<file path="src/source/vector_pkg.sv">
`default_nettype none

package vector_pkg;

    //////////////////////////////
    // widths

    localparam int elem_width = 8;
    localparam int addr_width = 16;

    //////////////////////////////
    // command and sequencer encodings

    typedef enum logic [7:0] {
        op_write     = 8'd1,
        op_read      = 8'd2,
        op_sum       = 8'd3,
        op_avg       = 8'd4,
        op_manhattan = 8'd5,
        op_sqdiff    = 8'd6,
        op_dot       = 8'd7
    } opcode_t;

    typedef enum logic [2:0] {
        idle,
        load,
        fetch,
        wait_alu,
        stream,
        wait_reduce,
        send
    } ctrl_state_t;

    //////////////////////////////
    // bundles between blocks

    // one shared address for both banks
    typedef struct packed {
        logic [addr_width-1:0] addr;
        logic                  a_we;
        logic                  b_we;
        logic [elem_width-1:0] wdata;
    } mem_req_t;

    typedef struct packed {
        logic [elem_width-1:0] a;
        logic [elem_width-1:0] b;
    } elem_pair_t;

    typedef struct packed {
        logic valid;
        logic first;
        logic last;
    } stream_tag_t;

    // all fields are zero when strobe is low so loads can be ORed
    typedef struct packed {
        logic        strobe;
        logic [31:0] word;
        logic [2:0]  byte_count;
    } result_load_t;

endpackage

`default_nettype wire

</file>
<file path="src/source/vector_control.sv">
`timescale 1ns/100ps
`default_nettype none

module vector_control #(
    parameter int num_elements = 1024
) (
    input  logic                              clk,
    input  logic                              reset,
    input  logic                              rx_valid,
    input  logic [7:0]                        rx_byte,
    input  vector_pkg::elem_pair_t            pair,
    input  logic [vector_pkg::elem_width:0]   alu_result,
    output vector_pkg::mem_req_t              req,
    output vector_pkg::stream_tag_t           tag,
    output vector_pkg::opcode_t               opcode,
    output vector_pkg::result_load_t          elem_load,
    input  logic                              send_done,
    output logic                              busy
);
    import vector_pkg::*;

    // last index of an element walk and of an interleaved byte walk
    localparam logic [addr_width:0] last_elem = (addr_width + 1)'(num_elements - 1);
    localparam logic [addr_width:0] last_byte = (addr_width + 1)'(2 * num_elements - 1);

    ctrl_state_t state;

    logic [addr_width:0]   count;
    logic [addr_width:0]   count_next;
    logic [addr_width:0]   last_count;
    logic [addr_width-1:0] next_addr;
    logic                  load_pending;
    logic                  is_reduction;
    logic                  valid_command;
    logic [elem_width-1:0] read_byte;

    assign count_next    = count + 1'b1;
    assign is_reduction  = (opcode == op_manhattan) || (opcode == op_sqdiff) ||
                           (opcode == op_dot);
    assign valid_command = (rx_byte >= op_write) && (rx_byte <= op_dot);
    assign busy          = (state != idle);

    // read walks bytes, sum and avg walk elements
    assign last_count = (opcode == op_read) ? last_byte : last_elem;
    assign next_addr  = (opcode == op_read) ? count_next[addr_width:1]
                                            : count_next[addr_width-1:0];

    //////////////////////////////
    // sequencer

    always_ff @(posedge clk) begin
        if (reset) begin
            state        <= idle;
            count        <= '0;
            opcode       <= op_write;
            req          <= '0;
            tag          <= '0;
            load_pending <= 1'b0;
        end else begin
            req.a_we     <= 1'b0;
            req.b_we     <= 1'b0;
            tag          <= '0;
            load_pending <= (state == wait_alu);

            case (state)
                idle: begin
                    if (rx_valid && valid_command) begin
                        opcode   <= opcode_t'(rx_byte);
                        count    <= '0;
                        req.addr <= '0;
                        case (opcode_t'(rx_byte))
                            op_write: state <= load;
                            op_read, op_sum, op_avg: state <= fetch;
                            default: state <= stream;
                        endcase
                    end
                end

                load: begin
                    // even bytes go to bank a, odd bytes to bank b
                    if (rx_valid) begin
                        req.addr  <= count[addr_width:1];
                        req.a_we  <= ~count[0];
                        req.b_we  <= count[0];
                        req.wdata <= rx_byte;
                        count     <= count_next;
                        if (count == last_byte) begin
                            state <= idle;
                        end
                    end
                end

                fetch: begin
                    state <= wait_alu;
                end

                wait_alu: begin
                    state <= send;
                end

                stream: begin
                    // tag lands next cycle together with the memory data
                    tag.valid <= 1'b1;
                    tag.first <= (count == '0);
                    tag.last  <= (count == last_elem);
                    if (count == last_elem) begin
                        count <= '0;
                        state <= wait_reduce;
                    end else begin
                        count    <= count_next;
                        req.addr <= count_next[addr_width-1:0];
                    end
                end

                wait_reduce: begin
                    // drain the tag, term and accumulate stages
                    count <= count_next;
                    if (count == (addr_width + 1)'(1)) begin
                        state <= send;
                    end
                end

                send: begin
                    if (send_done) begin
                        if (is_reduction || (count == last_count)) begin
                            state <= idle;
                        end else begin
                            count    <= count_next;
                            req.addr <= next_addr;
                            state    <= fetch;
                        end
                    end
                end

                default: begin
                    state <= idle;
                end
            endcase
        end
    end

    //////////////////////////////
    // per-element load for the serializer

    // low bit of the byte counter picks the bank
    assign read_byte = count[0] ? pair.b : pair.a;

    always_comb begin
        elem_load = '0;
        if (load_pending) begin
            elem_load.strobe = 1'b1;
            case (opcode)
                op_read: begin
                    elem_load.word       = 32'(read_byte);
                    elem_load.byte_count = 3'd1;
                end
                op_sum: begin
                    elem_load.word       = 32'(alu_result);
                    elem_load.byte_count = 3'd2;
                end
                default: begin
                    elem_load.word       = 32'(alu_result);
                    elem_load.byte_count = 3'd1;
                end
            endcase
        end
    end

endmodule

`default_nettype wire

</file>
<file path="config.mk">
export PLATFORM = sky130hd
export DESIGN_NAME = vector_control
export DESIGN_NICKNAME = d
export VERILOG_FILES = /design/src/source/vector_pkg.sv /design/src/source/vector_control.sv
export SDC_FILE = /design/constraint.sdc
export NUM_CORES = 1
export LEC_CHECK = 0
export CORE_MARGIN = 4
export CORE_UTILIZATION = 55
export CTS_BUF_LIST = sky130_fd_sc_hd__clkbuf_16
export DETAILED_ROUTE_END_ITERATION = 7
export DONT_BUFFER_PORTS = 1
export PLACE_DENSITY = 0.73
export SYNTH_ARGS = -nofsm -noshare
export SYNTH_HDL_FRONTEND = slang
export SYNTH_SLANG_ARGS = --single-unit
export TNS_END_PERCENT = 100
</file>
<file path="constraint.sdc">
create_clock -name clk -period 5.6 [get_ports clk]
set_clock_uncertainty 0.2 [all_clocks]
set_input_delay 0.28 -clock clk [delete_from_list [all_inputs] [get_ports clk]]
set_output_delay 0.28 -clock clk [all_outputs]
set_load 0.02 [all_outputs]
</file>
# After elaboration in Yosys (flattened, before gate mapping)
# Cells that the tools add are included.
# W data, S select, Z words.
# word_totals
ff_bits	58
input_bits	37
output_inout_bits	74
wordCells	90
# op_classes
addsub	1
magnitude_cmp	2
n_eq_ne	27
muxes	27
bitwise	4
n_reduce_logical	18
# op_table
op	n
$mux W17	5
$pmux W17 S5	1
$mux W16	5
$pmux W16 S4	1
$mux W36	1
$eq A8 B2 Y1 const B	4
$eq A8 B3 Y1 const B	4
$mux W26	1
$pmux W12 S2	1
$mux W3	7
$pmux W3 S7	1
$add A17 B1 Y17 const B	1
$eq A17 B1 Y1 const B	1
$eq A17 B10 Y1 const B	1
$eq A17 B11 Y1	1
$eq A17 B11 Y1 const B	1
$logic_not A17 Y1	1
$ne A2 B2 Y1 const B	8
$reduce_and A6 Y1	2
$mux W11	1
$eq A3 B3 Y1 const B	3
$eq A8 B1 Y1 const B	1
$ge A8 B1 Y1 const B	1
$le A8 B3 Y1 const B	1
16 further kinds	25

# Depth between registers and ports, before layout
# Gate-level depths: netlist of the first run.
# logic_depth
depth_word	7
depth_mapped	10
ltp_nobuf	7

# Least setup slack after synthesis of the first run
# Ideal clock, no wire load.
# synth_timing
path_type	register to output
start	reg opcode[1]
end	out elem_load[10] (netlist name)
arrival_time_ps	2534
required_ps	5120
slack_ps	2586
stages_incl_launch_ff	7
n_path_buf	2
path_cell_list	dfxtp_1 or3b_2 clkbuf_1 nor3_1 clkbuf_1 nor2_1 a211oi_1
# synth_rtl
item	line_no	rtl
start, declared	vector_control.sv:15	output vector_pkg::opcode_t opcode,
start signal, assigned	vector_control.sv:55	opcode <= op_write;
start signal, assigned	vector_control.sv:68	opcode <= opcode_t'(rx_byte);
end, declared	vector_control.sv:16	output vector_pkg::result_load_t elem_load,

# Worst setup path after layout of the first run
# layout_timing
start	reg count[0]
end	reg req[21] (netlist name)
# layout_via
elab_chain_len	5
word_cells_on_any_way	12
# layout_rtl
item	line_no	rtl
start, declared	vector_control.sv:28	logic [addr_width:0] count;
start signal, assigned	vector_control.sv:86	count <= count_next;
start signal, assigned	vector_control.sv:110	count <= count_next;
start signal, assigned	vector_control.sv:117	count <= count_next;
$add A17 B1 Y17	vector_control.sv:37	assign count_next = count + 1'b1;
$mux W16	vector_control.sv:45	assign next_addr = (opcode == op_read) ? count_next[addr_width:1]
$mux W16	vector_control.sv:125	if (is_reduction || (count == last_count)) begin
$mux W16	vector_control.sv:124	if (send_done) begin
$pmux W16 S4	vector_control.sv:65	case (state)
end, declared	vector_control.sv:13	output vector_pkg::mem_req_t req,
# Several ways; a longest one is shown, not always the timed one. The select of a mux whose other input is x is not followed.
# A chain may end at the register's enable or synchronous reset.

==> results of run 1 <==
-- power groups by stage --
stage                     Combinational (W)  Clock (W)  Sequential [W]
after floorplan                    0.000284          0        0.000479
final                              0.000321   0.000552        0.000512
after global placement             0.000302          0        0.000517
after global routing               0.000349   0.000582        0.000518
after CTS                          0.000313   0.000561        0.000512
after detailed placement           0.000303          0        0.000520
-- kinds of logic (layout without fill, tap and decap cells) --
| group | count (synthesis) | in the layout | share of synthesized area |
|---|---|---|---|
| flops | 58 | 58 | 0.313 |
| compound gates | 123 | 123 | 0.242 |
| simple gates | 181 | 181 | 0.254 |
| fa+ha+maj | 3 | 3 | 0.0101 |
| mux | 13 | 13 | 0.0357 |
| other cells | 1 | 24 | 0.00101 |
| buf+inv | 77 | 41 | 0.114 |
| xor+xnor | 13 | 13 | 0.0307 |
-- sequential cells by signal, indices dropped and copies added (netlist names) --
signal,cells
load_pending,1
count,17
tag,3
opcode,8
req,26
state,3
-- synthesized netlist by cell type, types with 3 or more instances --
cell / n / area share
or3_1: 7 / 0.012
o21ai_0: 17 / 0.023
a211oi_1: 15 / 0.030
nor4_1: 10 / 0.017
and2_1: 9 / 0.015
a211o_1: 5 / 0.012
a32oi_1: 3 / 0.0071
nand2_1: 39 / 0.039
nor2_1: 42 / 0.042
buf_4: 28 / 0.057
buf_2: 9 / 0.012
o31a_1: 3 / 0.0071
o2bb2ai_1: 8 / 0.019
clkbuf_2: 3 / 0.0040
a31o_2: 6 / 0.014
a21oi_1: 24 / 0.032
nand4_1: 8 / 0.013
a22o_1: 4 / 0.0094
a31oi_1: 3 / 0.0051
mux2i_1: 11 / 0.030
nand3_1: 12 / 0.016
nor3_1: 23 / 0.031
xnor2_1: 12 / 0.028
and3_1: 8 / 0.013
clkbuf_1: 19 / 0.019
ha_1: 3 / 0.010
dfxtp_1: 58 / 0.31
inv_1: 13 / 0.013
o31ai_1: 3 / 0.0061
-- area by class of cell --
class / count / share of cell area
flip-flops and latches: 58 / 0.295
multi-input cells: 357 / 0.563
well taps: 77 / 0.0244
repair buffers: 12 / 0.0286
clock buffers: 9 / 0.0571
clock inverters: 5 / 0.0181
inverters: 15 / 0.0143
-- final timing paths --
kind,start,end,slack [ns],depth (start not counted)
worst max-delay path,count[0],req[21],1.86,7
worst min-delay path,send_done,state[2],0.007,3
worst max register to register,count[0],req[21],1.86,7
worst min register to register,req[0],req[0],0.36,2
-- through the flow --
stage	utilization	instances	setup WS (ns)	total power (W)
after detailed placement	0.551	510	1.86	0.000823
final	0.610	533	1.86	0.00139
after floorplan	-	492	2.59	0.000763
after global placement	0.551	510	2.08	0.000819
after global routing	0.610	533	1.53	0.00145
after CTS	0.610	533	1.88	0.00139
-- worst max-delay path, cell delays in order, from the launching register on --
cell and delay, ns:
dfxtp_1 0.83, ha_1 0.41, nand3_2 0.22, or3_1 0.51, a2111oi_2 0.37, nor4_2 0.21
nor2_1 0.66, a22o_1 0.26
-- routing by layer --
metal,vias to the layer above,global-route usage
li1,1641,-
met1,1645,0.322
met2,235,0.385
met3,26,0.0768
met4,0,0.0944
met5,-,0
==> results.py, run 1 <==
metrics = {
    "outcome": {
        "status": "finished clean",
    },
    "power": {
        "p_leak_nw": 1.38,
        "sw_frac_of_total": 0.330,
        "power.share.clock": 0.399,
        "seqPwrFrac": 0.370,
        "p_int_w": 0.000929,
        "p_sw_w": 0.000456,
        "cellPowerDensity_nw_per_um2": 351,
        "p_comb_frac": 0.232,
        "ir_drop_mv": 0.226,
    },
    "worst_setup_path": {
        "worstPathMaxFanout": 16,
        "path_class": "flip-flop to flip-flop",
        "critPathCaptureType": "flip-flop",
        "critPathRequiredTime_ns": 5.66,
        "critPathLaunchType": "flip-flop",
        "cp.arrival_ns": 3.80,
    },
    "grt": {
        "grt_usage": 0.248,
        "grt_pass1_wl_mm": 16.4,
        "first_global_vias": 3125,
        "antenna_found_initial": 0,
        "grt_max_degree": 23,
        "overflow": 0,
    },
    "clocking": {
        "cts_hold_buffers": 9,
        "cts_setup_buffers": 0,
        "clk_latency_ns": 0.32,
        "cts_tree": "done",
        "clock-root-buffer": "clkbuf_16",
        "cts_resized": 0,
        "cts.htree.levels": 3,
        "numClockSinks": 58,
        "clockBufferDepth": 2,
        "clk_pin_slew_worst_paths_ns": 0.05,
        "numCtsBuffers": 9,
    },
    "finish": {
        "antennaDiodeCount": 0,
        "multi_input_area_um2": 2220,
        "final_cell_mix": "58 x dfxtp_1, 42 x nor2_1, 39 x nand2_1",
        "final_common_cell": "dfxtp_1",
        "fillers": 587,
        "postLayoutCellArea_um2": 3940,
        "layout-drive-gt1-share": 0.0833,
        "fin_nets": 493,
        "seq_area_um2": 1160,
        "area_growth_pct": 6.17,
    },
    "detailed_routing": {
        "drt_pass1_iterations": 5,
        "wl_met2_mm": 4.69,
        "top_layer": "met4",
        "vias_per_cell": 6.65,
        "wl_met3_mm": 1.14,
        "drt-met1-wl_mm": 4.33,
        "drt.antenna.violating_nets": 0,
        "vias": 3547,
        "wire_per_inst_um": 19.5,
        "drc": 0,
        "drt_iter0_drc": 411,
        "routed_wl_mm": 10.4,
    },
    "timing": {
        "finalSetupViolCount": 0,
        "fmax_mhz": 267,
        "tns_ns": 0,
        "report.final.slew_viol_count": 0,
        "fin_crit_sh": 0.668,
        "hold_viol_final": 0,
        "worst_slew_pin_slew_ns": 1.07,
        "rsz0062_at_grt": "no",
        "period_needed_ns": 3.74,
        "hold_slack_ns": 0.00702,
        "slew-limit-headroom": 0.284,
    },
    "die": {
        "die_area_um2": 8130,
        "die_width_um": 90.2,
        "num_io_pins": 111,
        "initial_core_util": 0.575,
        "fp-row-count": 29,
        "die_height_um": 90.2,
        "core_um2": 6460,
    },
    "placement": {
        "dpl_cell_area_um2": 3560,
        "gp_congestion": 0.945,
        "dp_hpwl_mm": 7.30,
        "io_buffers": 0,
    },
    "synthesis": {
        "ys.flop_type": "dfxtp_1",
        "synthCells": 469,
        "synth.distinct_cells": 75,
        "async_flop_share": 0,
        "postSynthAreaPerCell_um2": 7.92,
        "synth_edf_count": 0,
        "yosysSeqAreaShare": 0.313,
        "ys_ff_latch": 58,
        "synth_area_um2": 3710,
        "synth_warnings": 0,
    },
    "flow_run": {
        "cap_violations": 0,
    },
    "worst_hold_path": {
        "hold_class": "primary input to flip-flop",
    },
}
(Power assumes the default switching activity.)
==> run 2: changes to the inputs <==
- ABC_AREA: not set -> 1
- clock period: 5.6 -> 3.7 ns (I/O delays scaled with it)
==> run 2 against run 1 <==
Net effect:
- register-to-register slack worse by 0.86 ns
- flip-flop and latch count did not move
- combinational power rose to 3.6 times the previous value
- synthesized cell count grew 42%
- via count is 18% higher
- die area rose by 5.2%
- global-route usage is 1.9 points higher
- count of clock-buffer cells in the layout unchanged
- highest routed layer unchanged
==> results.py, run 2 <==
metrics = {
    "clocking": {
        "clock-root-buffer": "clkbuf_16",
        "cts_tree": "done",
        "cts_hold_buffers": 15,
        "cts_setup_buffers": 0,
        "clockBufferDepth": 2,
        "clk_latency_ns": 0.33,
        "clk_pin_slew_worst_paths_ns": 0.06,
        "cts.htree.levels": 3,
        "numClockSinks": 58,
        "numCtsBuffers": 9,
        "cts_resized": 0,
    },
    "placement": {
        "io_buffers": 0,
        "gp_congestion": 0.982,
        "place_ws_ns": 0.915,
        "dp_hpwl_mm": 8.19,
    },
    "synthesis": {
        "ys_ff_latch": 58,
        "synth_area_leaders": "dfxtp_1 30%, nand2_1 21%, nor2_1 9.6%",
        "ys.flop_type": "dfxtp_1",
        "synth_top_area_frac": 0.296,
        "postSynthAreaPerCell_um2": 5.91,
        "synthCells": 664,
        "synth.distinct_cells": 33,
        "synth_common_cells": "223 x nand2_1, 100 x nor2_1, 62 x inv_1, 58 x dfxtp_1, 38 x nand3_1",
        "async_flop_share": 0,
        "yosysSeqAreaShare": 0.296,
        "synth_most_common_cell": "nand2_1",
        "synth_edf_count": 0,
        "yosys.area.top_type": "dfxtp_1",
        "synth_warnings": 0,
        "synth_area_um2": 3920,
    },
    "power": {
        "seqPwrFrac": 0.313,
        "p_leak_nw": 1.99,
        "sw_frac_of_total": 0.443,
        "p_comb_frac": 0.387,
        "cellPowerDensity_nw_per_um2": 689,
        "p_int_w": 0.00165,
        "power.share.clock": 0.300,
        "ir_drop_mv": 0.343,
        "p_sw_w": 0.00131,
        "total_power_w": 0.00296,
    },
    "finish": {
        "largest_reg_flops": 26,
        "final_common_cell": "nand2_1",
        "final_cell_mix": "223 x nand2_1, 100 x nor2_1, 62 x inv_1",
        "area_growth_pct": 9.50,
        "largest_register": "req",
        "layout-drive-gt1-share": 0.0612,
        "fin_nets": 705,
        "reg_top3": "req: 26 flops, count: 17 flops, opcode: 8 flops",
        "final_core_util": 0.626,
        "antennaDiodeCount": 0,
    },
    "detailed_routing": {
        "drt_iter0_drc": 377,
        "drt_pass1_iterations": 5,
        "wire_per_inst_um": 15.0,
        "drt.antenna.violating_nets": 0,
        "drc": 0,
        "vias_per_cell": 5.47,
        "vias": 4188,
        "routed_wl_mm": 11.5,
    },
    "worst_setup_path": {
        "max_stage_delay_ns": 0.75,
        "path_cells": "nand2_1 -> nor2_1 -> nand2_2 -> inv_1 -> o21ai_0 -> a31oi_1",
        "startpoint": "opcode[1]",
        "critPathCaptureType": "primary output",
        "cp.depth": 6,
        "worstPathMaxFanout": 32,
        "path_class": "flip-flop to primary output",
        "critPathLaunchType": "flip-flop",
        "crit_buf_inv": 1,
        "reg2regPathDepth": 11,
        "cp.arrival_ns": 2.82,
        "reg2reg_from": "opcode[1]",
        "rrSetupSlack_ns": 1.00,
        "critPathSlowestCell": "inv_1",
        "crit_family": "buffers and inverters",
        "critPathRequiredTime_ns": 3.31,
        "cp-endpoint": "elem_load[7]",
        "r2r-end": "req[13]",
    },
    "die": {
        "num_io_pins": 111,
        "fp-row-count": 30,
        "die_height_um": 92.5,
        "initial_core_util": 0.571,
        "die_area_um2": 8550,
        "die_width_um": 92.5,
        "core_um2": 6870,
    },
    "outcome": {
        "status": "finished clean",
    },
    "timing": {
        "tns_ns": 0,
        "slew-limit-headroom": 0.405,
        "finalSetupViolCount": 0,
        "worst_slew_pin_slew_ns": 0.891,
        "hold_slack_ns": 0.0459,
        "fin_crit_sh": 0.866,
        "setup_slack_ns": 0.496,
        "rsz0062_at_grt": "no",
        "period_needed_ns": 3.20,
        "hold_viol_final": 0,
        "report.final.slew_viol_count": 0,
        "fmax_mhz": 312,
    },
    "worst_hold_path": {
        "hold_class": "primary input to flip-flop",
        "min_delay_path_depth": 5,
        "hold_start": "rx_byte[2]",
    },
    "grt": {
        "grt_usage": 0.267,
        "first_global_vias": 3684,
        "grt_pass1_wl_mm": 18.2,
        "antenna_found_initial": 0,
        "grt_max_degree": 33,
        "overflow": 0,
    },
    "flow_run": {
        "cap_violations": 0,
    },
}
## run 2: cell count changes after synthesis, moves of 12 or more
cell      previous run  this run
nor2_1              42       100
nand3_1             12        38
o21ai_0             17        32
nand2_1             39       223
xnor2_1             12         0
inv_1               13        62
a211oi_1            15         0
## run 2: metrics by stage
step           cells  cell area (um2)
2_1_floorplan    687             4010
3_3_place_gp     735             3820
3_5_place_dp     735             3820
4_1_cts          766             4300
5_1_grt          766             4300
6_report         766             4300
## run 2: cell type report
| cell class | instances | area, um2 |
|---|---|---|
| fill | 640 | 2570 |
| clock inverter | 7 | 92.6 |
| clock buffer | 9 | 225 |
| inverter | 65 | 246 |
| sequential | 58 | 1160 |
| multi-input combinational | 514 | 2280 |
| timing repair buffer | 17 | 175 |
| tap | 96 | 120 |
## run 2: power by group through the flow
stage | registers (W) | logic [W] | clock network, W
2_1_floorplan | 0.000873 | 0.000976 | 0
3_3_place_gp | 0.000925 | 0.00108 | 0
3_5_place_dp | 0.000928 | 0.00109 | 0
4_1_cts | 0.000915 | 0.00112 | 0.000900
5_1_grt | 0.000934 | 0.00130 | 0.000927
6_report | 0.000925 | 0.00115 | 0.000889
## run 2: logic make-up after synthesis
family / after synthesis / synth area share
simple gates: 404 / 0.432
buf+inv: 115 / 0.146
compound gates: 80 / 0.109
flops: 58 / 0.296
xor+xnor: 3 / 0.00670
fa+ha+maj: 3 / 0.00957
other cells: 1 / 0.000956
## run 2: worst min path at each step
stage                      endpoint  slack (ns)
final                      state[0]        0.05
after floorplan           opcode[0]        0.12
after global placement       req[1]        0.06
after detailed placement     req[1]        0.06
after global routing         req[9]        0.08
after CTS                    req[9]        0.03
## run 2: worst register-to-register path, cell delays in order (launching register included)
cell and delay [ns]:
dfxtp_1 0.53, nand2_1 0.10, nor2_1 0.17, nand2_2 0.26, inv_1 0.75, nand2_1 0.14, nand3_1 0.09, o21ai_0 0.08
nor2_1 0.09, nand2_1 0.06, nand2_1 0.06, nor2_1 0.06
## run 2: per-layer routing
layer  vias to the layer above  part of all wire  track usage
li1                       2047                 -            -
met4                         0             0.020       0.0928
met1                      1875              0.42        0.343
met3                        25              0.11       0.0682
met5                         -                 0            0
met2                       241              0.45        0.433
